[src/test/imem_init.hex]
// One 32-bit word per line, low halfword holds the lower address
// Words 0 to 15 from the base, words 252 to 255 end the ROM window
00930001
45050050
00a00113
05058082
002081b3
82334581
02864020
fe010113
1141c606
00112623
07334781
8b8500f5
0000006f
45854501
00000013
00010001
@fc
05134505
80820010
02850001
00934581

[src/hw/frv_pkg.sv]
// Fetch front end shared definitions
// Core widths, reset PC, ROM geometry, buffer sizing and the fetch word type
package frv_pkg;

    // ------------------------------
    // Core widths
    localparam int XL = 31;                             // Top bit of data/address word

    localparam logic [XL:0] PC_RESET_VALUE = 32'h8000_0000; // Fetch address after reset

    // ------------------------------
    // Instruction ROM geometry
    localparam int IMEM_WORDS = 256;                    // 32-bit words in the ROM
    localparam int IMEM_AW    = 8;                      // ROM word index width

    localparam IMEM_FILE = "/design/src/test/imem_init.hex";             // Hex image for the ROM

    // ------------------------------
    // Fetch buffer and request limits
    localparam int BUF_HALVES      = 8;                 // Buffer depth in halfwords
    localparam int MAX_OUTSTANDING = 3;                 // Reads allowed in flight

    localparam int BUF_FILL_W = $clog2(BUF_HALVES + 1);      // Fill count width
    localparam int OUT_CNT_W  = $clog2(MAX_OUTSTANDING + 1); // Outstanding count width

    // ------------------------------
    // Memory response word
    // The bus moves whole words, the buffer unpacks them as two halfwords
    typedef union packed {
        logic [XL:0]      word;                         // Whole response word
        logic [1:0][15:0] half;                         // half[0] is the low halfword
    } frv_fetch_word_t;

endpackage

[src/hw/frv_fetch_buffer.sv]
// Fetch buffer
// Halfword queue between the memory response and decode. Works out whether
// the head is a 16-bit or 32-bit instruction and hands one out at a time
`timescale 1ns/1ns
module frv_fetch_buffer (
    input  logic                     g_clk,
    input  logic                     g_resetn,
    input  logic                     flush,     // Drop everything held
    input  logic                     f_4byte,   // Append both halves of f_in
    input  logic                     f_2byte,   // Append upper half of f_in only
    input  logic                     f_err,     // Error flag for the incoming word
    input  frv_pkg::frv_fetch_word_t f_in,      // Memory response word
    output logic                     f_ready,   // Room for all reads in flight
    output logic [frv_pkg::XL:0]     buf_out,   // Instruction at the head
    output logic                     buf_err,   // Error on any halfword used
    output logic                     buf_valid, // Head instruction complete
    input  logic                     buf_ready  // Decode takes the head
);
    import frv_pkg::*;

    logic [BUF_HALVES-1:0][15:0] slot_data;     // Halfword storage, slot 0 is head
    logic [BUF_HALVES-1:0]       slot_vld;      // Contiguous from slot 0
    logic [BUF_HALVES-1:0]       slot_err;

    logic [BUF_HALVES-1:0][15:0] n_data;
    logic [BUF_HALVES-1:0]       n_vld;
    logic [BUF_HALVES-1:0]       n_err;

    logic [BUF_FILL_W-1:0]       fill;          // Valid halfwords held
    logic                        ins_32;        // Head is a full-width instruction
    logic                        consume;
    logic [1:0]                  shift;         // Halfwords freed this cycle
    int                          wr_base;       // First free slot after the shift

    // ------------------------------
    // Head decode
    assign ins_32 = (slot_data[0][1:0] == 2'b11);  // RVC rule on the low bits

    assign buf_valid = ins_32 ? slot_vld[1] : slot_vld[0];
    assign buf_out   = ins_32 ? {slot_data[1], slot_data[0]}
                              : {16'h0000, slot_data[0]};   // Zero-extend RVC
    assign buf_err   = ins_32 ? (slot_err[1] | slot_err[0]) : slot_err[0];

    assign consume = buf_valid && buf_ready;
    assign shift   = consume ? (ins_32 ? 2'd2 : 2'd1) : 2'd0;

    // ------------------------------
    // Occupancy
    always_comb begin
        fill = '0;
        for (int i = 0; i < BUF_HALVES; i++) begin
            if (slot_vld[i]) begin
                fill = fill + 1'b1;
            end
        end
    end

    assign wr_base = int'(fill) - int'(shift);   // Writes land behind the survivors

    // Keep enough space for every read the fetch stage may have in flight
    assign f_ready = (int'(fill) <= BUF_HALVES - 2 * MAX_OUTSTANDING);

    // ------------------------------
    // Shift out consumed halves, append new ones
    always_comb begin
        n_data = slot_data;
        n_vld  = '0;
        n_err  = '0;
        for (int i = 0; i < BUF_HALVES; i++) begin
            if (i + int'(shift) < BUF_HALVES) begin  // Move survivors down
                n_data[i] = slot_data[i + int'(shift)];
                n_vld[i]  = slot_vld[i + int'(shift)];
                n_err[i]  = slot_err[i + int'(shift)];
            end
            if (f_4byte && i == wr_base) begin       // Low half of a full word
                n_data[i] = f_in.half[0];
                n_vld[i]  = 1'b1;
                n_err[i]  = f_err;
            end
            if (f_4byte && i == wr_base + 1) begin   // High half of a full word
                n_data[i] = f_in.half[1];
                n_vld[i]  = 1'b1;
                n_err[i]  = f_err;
            end
            if (f_2byte && i == wr_base) begin       // Misaligned first word
                n_data[i] = f_in.half[1];
                n_vld[i]  = 1'b1;
                n_err[i]  = f_err;
            end
        end
    end

    always_ff @(posedge g_clk) begin
        if (!g_resetn || flush) begin
            slot_vld <= '0;                          // Flush wins over a write
            slot_err <= '0;
        end else begin
            slot_vld <= n_vld;
            slot_err <= n_err;
        end
    end

    always_ff @(posedge g_clk) begin
        slot_data <= n_data;                         // Qualified by slot_vld
    end

    // ------------------------------
    // Checks on the fetch stage driving this buffer
    // f_ready must have held back requests early enough for this write to fit
    no_overflow: assert property (@(posedge g_clk) disable iff (!g_resetn)
        (f_4byte || f_2byte) && !flush |-> (wr_base + (f_4byte ? 2 : 1) <= BUF_HALVES));

    one_write_kind: assert property (@(posedge g_clk) disable iff (!g_resetn)
        !(f_4byte && f_2byte));

endmodule

[src/hw/frv_pipeline_fetch.sv]
// Fetch pipeline stage
// Issues word-aligned reads to instruction memory, counts reads in flight,
// takes control flow changes and feeds returned words to the fetch buffer
`timescale 1ns/1ns
module frv_pipeline_fetch (
    input  logic                     g_clk,
    input  logic                     g_resetn,
    input  logic                     cf_req,     // Control flow change request
    input  logic [frv_pkg::XL:0]     cf_target,  // Change target address
    output logic                     cf_ack,     // Change taken this cycle
    output logic                     imem_req,   // Read request
    output logic [frv_pkg::XL:0]     imem_addr,  // Word-aligned read address
    input  logic                     imem_gnt,   // Request accepted
    input  logic                     imem_recv,  // Response strobe
    input  logic                     imem_error, // Response error
    input  frv_pkg::frv_fetch_word_t imem_rdata, // Response data
    input  logic                     fe_flush,   // Drop buffered instructions
    input  logic                     fe_stall,   // Hold the current instruction
    output logic                     fe_ready,   // Instruction available
    output logic [frv_pkg::XL:0]     d_data,     // Instruction to decode
    output logic                     d_error     // Fetch error on it
);
    import frv_pkg::*;

    logic                 f_ready;
    logic                 f_4byte;
    logic                 f_2byte;
    logic                 buf_valid;
    logic                 buf_ready;

    logic [OUT_CNT_W-1:0] reqs_outstanding;
    logic [OUT_CNT_W-1:0] n_reqs_outstanding;
    logic                 cf_change;
    logic                 progress_imem_addr;
    logic                 n_imem_req;

    logic                 misalign_q;            // Next live response is misaligned
    logic                 stale_q;               // Next response predates the change
    logic                 resp_live;

    // ------------------------------
    // Pipeline progression
    assign fe_ready  = buf_valid;
    assign buf_ready = fe_ready && !fe_stall;    // Consume 2 or 4 bytes

    // Only change course with the bus quiet
    assign cf_ack    = (!imem_req || imem_gnt) && (reqs_outstanding == '0);
    assign cf_change = cf_req && cf_ack;

    // ------------------------------
    // Memory bus requests
    assign progress_imem_addr = imem_req && imem_gnt;

    assign n_reqs_outstanding = reqs_outstanding
                              + OUT_CNT_W'(progress_imem_addr)
                              - OUT_CNT_W'(imem_recv);

    // Stop new reads while a change waits, so the bus drains for cf_ack
    assign n_imem_req = cf_change
                     || (f_ready && !cf_req && (n_reqs_outstanding < MAX_OUTSTANDING));

    always_ff @(posedge g_clk) begin
        if (!g_resetn) begin
            imem_addr <= PC_RESET_VALUE;
        end else if (cf_change) begin
            imem_addr <= {cf_target[XL:2], 2'b00};   // Word holding the target
        end else if (progress_imem_addr) begin
            imem_addr <= imem_addr + 32'd4;
        end
    end

    always_ff @(posedge g_clk) begin
        if (!g_resetn) begin
            imem_req         <= 1'b0;
            reqs_outstanding <= '0;
        end else begin
            imem_req         <= n_imem_req;
            reqs_outstanding <= n_reqs_outstanding;
        end
    end

    // ------------------------------
    // Misalignment and stale response tracking
    // A read granted in the change cycle still targets the old stream
    always_ff @(posedge g_clk) begin
        if (!g_resetn) begin
            misalign_q <= 1'b0;
            stale_q    <= 1'b0;
        end else if (cf_change) begin
            misalign_q <= cf_target[1];              // Target in upper halfword
            stale_q    <= progress_imem_addr;
        end else if (imem_recv) begin
            stale_q <= 1'b0;
            if (!stale_q) begin
                misalign_q <= 1'b0;                  // First live word consumed it
            end
        end
    end

    // ------------------------------
    // Memory bus responses
    assign resp_live = imem_recv && !stale_q;
    assign f_4byte   = resp_live && !misalign_q;
    assign f_2byte   = resp_live &&  misalign_q;

    frv_fetch_buffer u_fetch_buffer (
        .g_clk     (g_clk),
        .g_resetn  (g_resetn),
        .flush     (fe_flush),
        .f_4byte   (f_4byte),
        .f_2byte   (f_2byte),
        .f_err     (imem_error),
        .f_in      (imem_rdata),
        .f_ready   (f_ready),
        .buf_out   (d_data),
        .buf_err   (d_error),
        .buf_valid (buf_valid),
        .buf_ready (buf_ready)
    );

    // ------------------------------
    // Bus protocol checks against the memory side
    recv_has_req: assert property (@(posedge g_clk) disable iff (!g_resetn)
        imem_recv |-> (reqs_outstanding != '0));

    // A new read with nothing returning must leave room under the limit
    out_limit: assert property (@(posedge g_clk) disable iff (!g_resetn)
        (progress_imem_addr && !imem_recv) |-> (reqs_outstanding < MAX_OUTSTANDING));

endmodule

[config.mk]
export PLATFORM = sky130hd
export DESIGN_NAME = frv_pipeline_fetch
export DESIGN_NICKNAME = d
export VERILOG_FILES = /design/src/hw/frv_pkg.sv /design/src/hw/frv_fetch_buffer.sv /design/src/hw/frv_pipeline_fetch.sv
export SDC_FILE = /design/constraint.sdc
export NUM_CORES = 1
export LEC_CHECK = 0
export ABC_AREA = 1
export BUFFER_PORTS_ARGS = -buffer_cell sky130_fd_sc_hd__buf_2
export CAP_MARGIN = 40
export CORE_ASPECT_RATIO = 0.7
export CORE_UTILIZATION = 38
export CTS_BUF_LIST = sky130_fd_sc_hd__clkbuf_16
export DETAILED_ROUTE_END_ITERATION = 6
export HOLD_SLACK_MARGIN = 0.15
export PLACE_DENSITY = 0.56
export SKIP_CTS_REPAIR_TIMING = 1
export SKIP_LAST_GASP = 1
export SYNTH_ARGS = -nofsm -noshare
export SYNTH_HDL_FRONTEND = slang
export SYNTH_SLANG_ARGS = --single-unit
[constraint.sdc]
create_clock -name g_clk -period 8.8 [get_ports g_clk]
set_input_delay 1.32 -clock g_clk [delete_from_list [all_inputs] [get_ports g_clk]]
set_output_delay 1.32 -clock g_clk [all_outputs]
set_load 0.01 [all_outputs]
# Word level (Yosys, flattened, before mapping)
# Index checks and enable logic that the tools add are counted.
[word_totals] register_bits=181 out_inout_bits=68 word_cells=314
[op_classes] n_addsub=19 magnitude_cmp=18 n_eq_ne=16 muxes=185 n_bitwise=2 reduce_logical=58
[ops] cell="16-bit 2-to-1 mux" count=47
[ops] cell="32-bit by 5-bit less-than comparator with 1-bit output, second input constant" count=14
[ops] cell="16-bit binary-select mux with 3-bit select" count=7
[ops] cell="4-bit by 32-bit equality test with 1-bit output, first input constant" count=8
[ops] cell="3-bit by 32-bit equality test with 1-bit output, first input constant" count=4
[ops] cell="1-bit 2-to-1 mux" count=102
[ops] cell="32-bit 2-to-1 mux" count=3
[ops] cell="2-bit by 32-bit equality test with 1-bit output, first input constant" count=2
[ops] cell="32-bit zero test" count=2
[ops] cell="1-bit binary-select mux with 3-bit select" count=14
[ops] cell="1-bit logical AND" count=34
[ops] cell="32-bit by 2-bit adder with 32-bit output, second input constant" count=1
[ops] cell="32-bit by 3-bit adder with 32-bit output, second input constant" count=1
[ops] cell="16-bit binary-select mux with 2-bit select" count=1
[ops] cell="4-bit nonzero test" count=8
[ops] cell="4-bit 2-to-1 mux" count=7
[ops] cell="4-bit by 1-bit adder with 4-bit output, second input constant" count=6
[ops] cell="3-bit by 2-bit adder with 4-bit output, first input constant" count=4
[ops] cell="2-bit by 4-bit less-than comparator with 1-bit output, second input constant" count=2
[ops] cell="2-bit by 2-bit adder with 3-bit output, first input constant" count=2
[ops] cell="1-bit zero test" count=6
[ops] cell="4-bit by 2-bit subtractor with 5-bit output" count=1
[ops] cell="1-bit binary-select mux with 2-bit select" count=2
[ops] cell="4-bit by 2-bit less-or-equal comparator with 1-bit output, second input constant" count=1
[ops] cell="other kinds (15)" count=19

# Logic depth before layout (Yosys ltp)
# Gate-level depths: netlist of the first run.
[logic_depth] word_depth=21 depth_mapped=43 mapped_depth_nobuf=42

# Cells and area by module
# A second synthesis of the first run with hierarchy kept.
[hier_totals] hier_cells=2284 area_unflattened_um2=13949.6
[modules_own_cells] mod="frv_fetch_buffer" n_inst=1 cells_each=1850 area_per_inst_um2=11352.1 seq_area_each_um2=3363.2
[modules_own_cells] mod="frv_pipeline_fetch" n_inst=1 cells_each=434 area_per_inst_um2=2597.5 seq_area_each_um2=700.7

# Least setup slack after synthesis of the first run
# No wires, ideal clock.
[synth_path] kind="register to register" startpoint="reg u_fetch_buffer.slot_vld[1]" endpoint="reg u_fetch_buffer.slot_data[80] (netlist name) (enable)" setup_time_ns=0.375 t_arrival_ns=6.478 path_slack_ns=1.947 stages_incl_launch_ff=36 period_less_slack_ns=6.853 cell_sequence="dfxtp_1 > inv_1 > ha_1 > inv_1 > nand2_2 > nand2_1 > inv_1 > ha_1 > nand2_1 > nand2_1 > ha_1 > or2_2 > nand2_1 > inv_1 > ha_1 > nand2_1 > nand2_1 > ha_1 > nand2_1 > o21ai_2 > ha_1 > or2_2 > o21ai_0 > fa_1 > nor2_1 > nand2_1 > nor2_1 > inv_1 > ha_1 > nand2_1 > nor4_1 > nand2_1 > nand2_2 > inv_2 > buf_2 > nand3_1"
[synth_between] elab_chain_cells=18
[synth_rtl] item="start, declared" line_no="frv_fetch_buffer.sv:22" source="logic [BUF_HALVES-1:0] slot_vld;"
[synth_rtl] item="start signal, assigned" line_no="frv_fetch_buffer.sv:98" source="slot_vld <= n_vld;"
[synth_rtl] item="4-bit 2-to-1 mux" line_no="frv_fetch_buffer.sv:52" source="if (slot_vld[i]) begin"
[synth_rtl] item="4-bit by 1-bit adder with 4-bit output" line_no="frv_fetch_buffer.sv:53" source="fill = fill + 1'b1;"
[synth_rtl] item="4-bit 2-to-1 mux" line_no="frv_fetch_buffer.sv:52"
[synth_rtl] item="4-bit by 1-bit adder with 4-bit output" line_no="frv_fetch_buffer.sv:53"
[synth_rtl] item="4-bit 2-to-1 mux" line_no="frv_fetch_buffer.sv:52"
[synth_rtl] item="4-bit by 1-bit adder with 4-bit output" line_no="frv_fetch_buffer.sv:53"
[synth_rtl] item="4-bit 2-to-1 mux" line_no="frv_fetch_buffer.sv:52"
[synth_rtl] item="4-bit by 1-bit adder with 4-bit output" line_no="frv_fetch_buffer.sv:53"
[synth_rtl] item="[2 not listed]"
[synth_rtl] item="4-bit 2-to-1 mux" line_no="frv_fetch_buffer.sv:52"
[synth_rtl] item="4-bit by 1-bit adder with 4-bit output" line_no="frv_fetch_buffer.sv:53"
[synth_rtl] item="4-bit 2-to-1 mux" line_no="frv_fetch_buffer.sv:52"
[synth_rtl] item="4-bit by 2-bit subtractor with 5-bit output" line_no="frv_fetch_buffer.sv:58" source="assign wr_base = int'(fill) - int'(shift);"
[synth_rtl] item="32-bit by 2-bit adder with 32-bit output" line_no="frv_fetch_buffer.sv:80" source="if (f_4byte && i == wr_base + 1) begin"
[synth_rtl] item="4-bit by 32-bit equality test with 1-bit output" line_no="frv_fetch_buffer.sv:80"
[synth_rtl] item="1-bit logical AND" line_no="frv_fetch_buffer.sv:80"
[synth_rtl] item="4-bit nonzero test (no line) (*)"
[synth_rtl] item="end signal, assigned" line_no="frv_fetch_buffer.sv:104" source="slot_data <= n_data;"
[synth_rtl] item="end, declared" line_no="frv_fetch_buffer.sv:21" source="logic [BUF_HALVES-1:0][15:0] slot_data;"
# Every way passes the cells marked *; elsewhere a longest branch is shown, timed or not.
# A chain may end at the register's enable or synchronous reset.

# Worst setup path after layout of the first run
[layout_path] startpoint="reg u_fetch_buffer.slot_vld[1]" endpoint="reg u_fetch_buffer.slot_data[114] (netlist name) (enable)"
# Same word-level chain as after synthesis.

==> impl_metrics.py, run 1 <==
metrics = {
    "run_status": {
        "status": "finished, final reports clean",
    },
    "synthesis": {
        "synth_cell_types": 51,
        "synth_top_area_share_pct": 18.8,
        "ys_ff_latch": 179,
        "syn_area_um2": 13900,
        "yosysWarnings": 0,
        "synth_edf_count": 48,
        "yosysTopAreaCell": "dfxtp_1",
        "avgSynthCellArea_um2": 6.32,
        "postSynthCellCount": 2206,
        "synth_async_sr_flop_share_pct": 0,
        "synth_ff_type": "dfxtp_1",
        "synth_area_leaders": "dfxtp_1, nand2_1, o21ai_0, edfxtp_1, inv_1",
        "yosysSeqAreaShare_pct": 29.2,
    },
    "cells_and_area": {
        "fin_util_pct": 42.0,
        "syn_to_final_growth_pct": 8.38,
        "fin_cells": 2705,
        "fin_nets": 2302,
        "drive_gt1_share_pct": 11.9,
    },
    "global_routing": {
        "grt_pass1_vias": 12800,
        "grt_max_degree": 132,
        "grt_usage_pct": 26.7,
        "grt_pass1_wl_mm": 76.1,
        "antenna_found_initial": 3,
        "grt_overflow": 0,
    },
    "setup_path": {
        "critPathMostFrequentCell": "nand2_1",
        "arrival_ns": 8.09,
        "r2r_setup_slack_ns": 0.85,
        "cpMaxStageDelayCell": "nor4_1",
        "end_kind": "flip-flop",
        "critPathLaunchType": "flip-flop",
        "worstPathMaxFanout": 9,
        "r2r_end": "u_fetch_buffer.slot_data[114]",
        "reg2reg_from": "u_fetch_buffer.slot_vld[1]",
        "ff2ff_path_depth": 35,
        "worstSetupPathType": "flip-flop to flip-flop",
        "slowest_delay_ns": 0.69,
        "crit_required_ns": 8.95,
    },
    "hold_path": {
        "min_from": "misalign_q",
        "hold_depth": 2,
        "hold_end": "misalign_q",
        "hp-class": "flip-flop to flip-flop",
    },
    "placed_design": {
        "pre_cts_slack_ns": 0.901,
        "port_buffers": 136,
        "gp_congestion": 0.869,
        "place_inst": 2671,
        "dp_hpwl_mm": 32.8,
    },
    "power_and_ir_drop": {
        "p_leak_nw": 7.22,
        "peakVddDrop_mv": 0.139,
        "power_density_nw_per_um2": 364,
    },
    "route": {
        "drc": 0,
        "drtIter0Drc": 1693,
        "via_per_inst": 5.36,
        "dr.pass1.iters": 6,
        "finalWirelength_mm": 50.2,
        "dr_total_vias": 14500,
        "ant_nets": 0,
        "routedWlPerCell_um": 18.6,
    },
    "sta": {
        "relSlewSlack_pct": 39.7,
        "fmax_mhz": 126,
        "hold_violations": 0,
        "setup_viol": 0,
        "finalCritPeriodShare_pct": 90.3,
        "tightest_slew_ns": 0.901,
        "min_period_ns": 7.95,
        "slew_violations": 0,
        "layout_setup_ws_ns": 0.854,
        "tns_ns": 0,
        "fin_worst_skew_ns": 0.00987,
        "rsz0062_at_grt": "no",
    },
    "clock_tree": {
        "cts_buffers": 17,
        "root_buffer": "clkbuf_16",
        "cts_tree": "yes",
        "cts.path.max_buffers": 2,
        "clk_pin_slew_ns": 0.07,
        "cts_max_level": 4,
        "cts_sinks": 179,
        "insertion_delay_ns": 0.45,
    },
    "die": {
        "rows": 58,
        "fp.dieW_um": 231,
        "initial_utilization_pct": 38.7,
        "die_h_um": 162,
        "pin_count": 140,
        "core_um2": 36000,
        "dieArea_um2": 37500,
    },
    "job": {
        "drv_cap": 0,
    },
}
[power breakdown]
part | switching, W | internal, W
Combinational | 0.00216 | 0.00111
Clock | 0.000353 | 0.000371
Sequential | 0.000208 | 0.00129
Total | 0.00272 | 0.00278
[worst max-delay path, delay by kind of cell, from the launching register on]
| kind | cells | cell delay [ns] |
|---|---|---|
| compound gates | 2 | 0.22 |
| fa+ha+maj | 8 | 2.48 |
| buf+inv | 7 | 0.93 |
| flops | 1 | 0.38 |
| simple gates | 18 | 3.64 |
[per-stage QoR]
stage	power, W	hold slack, ns	area [µm²]
2_1_floorplan	0.00391	0.468	13900
3_3_place_gp	0.00462	0.482	14500
3_5_place_dp	0.00469	0.483	14600
4_1_cts	0.00543	0.494	15100
5_1_grt	0.00599	0.533	15100
6_report	0.00550	0.489	15100
[cell type report]
| type | instances | area (µm²) |
|---|---|---|
| antenna | 2 | 5.00 |
| clock buffer | 18 | 450 |
| timing repair buffer | 160 | 908 |
| multi-input combinational | 1634 | 8170 |
| tap | 480 | 601 |
| inverter | 218 | 831 |
| sequential | 179 | 4060 |
| clock inverter | 14 | 73.8 |
| fill | 3866 | 20900 |
[registers in the layout, summed over array words and instances, names as in the netlist]
name                      count
imem_addr                    30
misalign_q                    1
reqs_outstanding              2
u_fetch_buffer.slot_err       8
u_fetch_buffer.slot_vld       8
imem_req                      1
u_fetch_buffer.slot_data    128
stale_q                       1
[logic make-up after synthesis]
kind of cell	synth area share, %
simple gates	29.7
compound gates	21.3
buf+inv	12.3
flops	29.2
mux	4.52
fa+ha+maj	1.85
xor+xnor	1.07
other cells	0.0269
[cell usage after synthesis, types with 2 or more instances]
| library cell | count |
|---|---|
| a211oi_1 | 2 |
| a21oi_1 | 122 |
| a311oi_1 | 5 |
| a31oi_1 | 15 |
| buf_1 | 16 |
| buf_2 | 40 |
| buf_4 | 24 |
| buf_6 | 10 |
| clkbuf_1 | 85 |
| clkinv_1 | 2 |
| clkinv_2 | 2 |
| dfxtp_1 | 131 |
| edfxtp_1 | 48 |
| ha_1 | 19 |
| inv_1 | 200 |
| inv_2 | 12 |
| inv_4 | 2 |
| mux2i_1 | 63 |
| nand2_1 | 663 |
| nand2_2 | 23 |
| nand2_4 | 4 |
| nand3_1 | 67 |
| nand3_2 | 11 |
| nand3_4 | 7 |
| nand4_1 | 4 |
| nor2_1 | 181 |
| nor2_2 | 3 |
| nor3_1 | 13 |
| nor4_1 | 5 |
| nor4b_1 | 3 |
| o211ai_1 | 62 |
| o211ai_2 | 2 |
| o21ai_0 | 314 |
| o21ai_1 | 2 |
| o21bai_1 | 6 |
| o221ai_1 | 4 |
| o31ai_1 | 2 |
| or2_2 | 4 |
| xnor2_1 | 5 |
| xor2_1 | 12 |
[worst max-delay path by stage]
stage                                from                       endpoint
6_report       u_fetch_buffer.slot_vld[1]  u_fetch_buffer.slot_data[114]
5_1_grt        u_fetch_buffer.slot_vld[1]  u_fetch_buffer.slot_data[114]
4_1_cts        u_fetch_buffer.slot_vld[1]  u_fetch_buffer.slot_data[118]
3_5_place_dp   u_fetch_buffer.slot_vld[1]  u_fetch_buffer.slot_data[114]
3_3_place_gp   u_fetch_buffer.slot_vld[1]  u_fetch_buffer.slot_data[114]
2_1_floorplan  u_fetch_buffer.slot_vld[1]   u_fetch_buffer.slot_data[80]
[routing by layer]
| metal | wire, µm | vias to the layer above | part of all wire [%] | GRT usage [%] |
|---|---|---|---|---|
| met1 | 24100 | 6567 | 48 | 39.7 |
| met3 | 5420 | 54 | 11 | 6.97 |
| li1 | - | 7202 | - | - |
| met2 | 20100 | 670 | 40 | 38.1 |
| met5 | 13 | - | 0.026 | 0 |
| met4 | 588 | 2 | 1.2 | 5.33 |
[placed cells by master, fill, tap and decap left out, types with 14 or more instances in the layout]
cell type and instances:
o21ai_0 314, mux2i_1 63, a31oi_1 15, dfxtp_1 131, o211ai_1 62, nand2_1 663, buf_4 21, inv_2 14
edfxtp_1 48, nand3_1 67, nor2_1 180, a21oi_1 122, ha_1 17, inv_1 203, buf_2 136, clkbuf_16 18
nand2_2 23
Note: power is estimated with default switching activity, not from simulation.
==> run 2: changes to the inputs <==
- ABC_AREA: 1 -> default
- CORE_UTILIZATION: 38 -> 50
- PLACE_DENSITY: 0.56 -> 0.7
==> run 2 against run 1 <==
Effect of this change:
- count of clock-buffer cells in the layout is 1 lower
- die area is 25% lower
- register-to-register slack worse by 0.12 ns
- sequential share of layout area is 0.20 points lower
- combinational power is 7.0% lower
- setup slack worse by 0.12 ns
- clock skew is 0.0014 ns lower
- clock power is 8.3% higher
==> impl_metrics.py, run 2 <==
metrics = {
    "placed_design": {
        "place_area_um2": 14600,
        "dp_hpwl_mm": 25.4,
        "gp_congestion": 0.928,
        "port_buffers": 136,
    },
    "hold_path": {
        "hp-class": "flip-flop to flip-flop",
        "min_from": "misalign_q",
    },
    "power_and_ir_drop": {
        "power_density_nw_per_um2": 354,
        "p_leak_nw": 6.63,
        "peakVddDrop_mv": 0.197,
    },
    "sta": {
        "fmax_mhz": 124,
        "fin_worst_skew_ns": 0.00851,
        "hold_violations": 0,
        "setup_viol": 0,
        "tightest_slew_ns": 0.920,
        "relSlewSlack_pct": 38.7,
        "tns_ns": 0,
        "slew_violations": 0,
        "finalCritPeriodShare_pct": 91.7,
        "min_period_ns": 8.07,
        "rsz0062_at_grt": "no",
    },
    "synthesis": {
        "yosysTopAreaCell": "dfxtp_1",
        "synth_commonest_cells": "nand2_1, mux2_2, mux2i_1",
        "synth_edf_count": 48,
        "synth_most_common_cell": "nand2_1",
        "synth_top_area_share_pct": 19.1,
        "synth_area_leaders": "dfxtp_1, mux2_2, mux2i_1, edfxtp_1, nand2_1",
        "muxShareOfSynthArea_pct": 33.7,
        "yosysSeqAreaShare_pct": 29.7,
        "syn_area_um2": 13700,
        "postSynthCellCount": 1478,
        "yosysWarnings": 0,
        "ys_ff_latch": 179,
        "synth_cell_types": 78,
        "synth_async_sr_flop_share_pct": 0,
        "synth_fa_ha_area_share_pct": 1.88,
        "synth_ff_type": "dfxtp_1",
        "synth_top_family_by_area": "multiplexers",
        "yosys.area_share.simple_pct": 14.3,
        "synth_xor_area_share_pct": 3.01,
        "avgSynthCellArea_um2": 9.27,
        "synth_compound_area_share_pct": 12.3,
    },
    "job": {
        "drv_cap": 0,
    },
    "clock_tree": {
        "cts.path.max_buffers": 2,
        "insertion_delay_ns": 0.46,
        "cts_tree": "yes",
        "cts_max_level": 4,
        "cts_buffers": 17,
        "root_buffer": "clkbuf_16",
        "clk_pin_slew_ns": 0.07,
        "cts_sinks": 179,
    },
    "cells_and_area": {
        "mostFrequentLayoutCell": "nand2_1",
        "nFillCells": 2354,
        "syn_to_final_growth_pct": 11.0,
        "final_cell_area_um2": 15200,
        "regArea_um2": 4060,
        "fin_nets": 1627,
        "multi_input_area_um2": 8990,
        "layout_common_cells": "nand2_1, mux2_2, mux2i_1",
        "reg_top3": "u_fetch_buffer.slot_data: 128 flops, imem_addr: 30 flops",
        "drive_gt1_share_pct": 28.4,
        "top_register": "u_fetch_buffer.slot_data",
        "largest_reg_flops": 128,
    },
    "route": {
        "drtIter0Drc": 970,
        "dr.pass1.iters": 5,
        "routedWlPerCell_um": 20.6,
        "drc": 0,
        "finalWirelength_mm": 39.4,
        "ant_nets": 0,
        "dr_total_vias": 11600,
        "via_per_inst": 6.08,
    },
    "global_routing": {
        "grt_pass1_wl_mm": 61.3,
        "grt_pass1_vias": 10900,
        "grt_usage_pct": 28.3,
        "grt_max_degree": 80,
        "grt_overflow": 0,
        "antenna_found_initial": 4,
    },
    "setup_path": {
        "worstSetupStartpoint": "u_fetch_buffer.slot_vld[1]",
        "critPathLaunchType": "flip-flop",
        "worstPathMaxFanout": 10,
        "critPathMostFrequentCell": "ha_1",
        "cp_top_family": "adder cells",
        "worstSetupPathType": "flip-flop to flip-flop",
        "r2r_setup_slack_ns": 0.73,
        "arrival_ns": 8.27,
        "crit_required_ns": 9.00,
        "cp.buffers_inverters": 4,
        "slowest_delay_ns": 0.40,
        "reg2reg_from": "u_fetch_buffer.slot_vld[1]",
        "end_kind": "flip-flop",
        "cpMaxStageDelayCell": "dfxtp_1",
    },
    "die": {
        "core_um2": 26800,
        "dieArea_um2": 28100,
        "fp.dieW_um": 200,
        "die_h_um": 141,
        "initial_utilization_pct": 51.1,
        "pin_count": 140,
        "rows": 50,
    },
    "run_status": {
        "status": "finished, final reports clean",
    },
}
[run 2: changes by cell type in the layout (fill, tap and decap cells not counted), sizes merged, moves of 56 or more]
| cell | before | now |
|---|---|---|
| nand2 | 690 | 213 |
| o21ai | 317 | 20 |
| mux2 | 0 | 241 |
| nor2 | 185 | 99 |
| mux2i | 63 | 182 |
| inv | 221 | 26 |
| o211ai | 64 | 8 |
| a21oi | 122 | 29 |
[run 2: worst min-delay path, stage by stage (launching register included)]
cell and delay, ns:
dfxtp_1 0.33, nand3_1 0.06, a21boi_0 0.07
[run 2: power breakdown]
group	internal [W]	switching, W
clock network	0.000440	0.000344
logic	0.00153	0.00150
registers	0.00128	0.000280
[run 2: worst paths after layout]
path / cells past startpoint / end
worst min register to register: 2 / misalign_q
worst max-delay path: 35 / u_fetch_buffer.slot_data[117]
worst min-delay path: 2 / misalign_q
worst max register to register: 35 / u_fetch_buffer.slot_data[117]
[run 2: final cells by class]
type,count,area share (%)
clock inverters,15,0.987
well taps,364,2.99
clock buffers,17,2.80
multi-input cells,1150,59.1
repair buffers,166,6.87
diodes,3,0.0493
inverters,21,0.534
flip-flops and latches,179,26.7
[run 2: kinds of logic after synthesis]
family	after synthesis
other cells	1
buf+inv	150
fa+ha+maj	20
mux	425
simple gates	442
flops	179
compound gates	223
xor+xnor	38
[run 2: metal layers]
layer / up-vias / GRT usage, % / wire [µm]
li1: 5480 / - / -
met1: 5548 / 40.8 / 18300
met2: 526 / 41.2 / 16800
met3: 83 / 6.12 / 3250
met4: 2 / 10.4 / 1040
met5: - / 0 / 10
[run 2: stage by stage]
stage                     power (W)  hold slack [ns]  setup slack [ns]  utilization, %  cells
final                       0.00538            0.520             0.730            56.7   1915
after global routing        0.00572            0.550            0.0778            56.7   1915
after CTS                   0.00533            0.523             0.372            56.6   1912
after detailed placement    0.00454            0.511             0.385            54.5   1880
after global placement      0.00440            0.498             0.587            53.7   1872
after floorplan             0.00383            0.481              1.34               -   1479
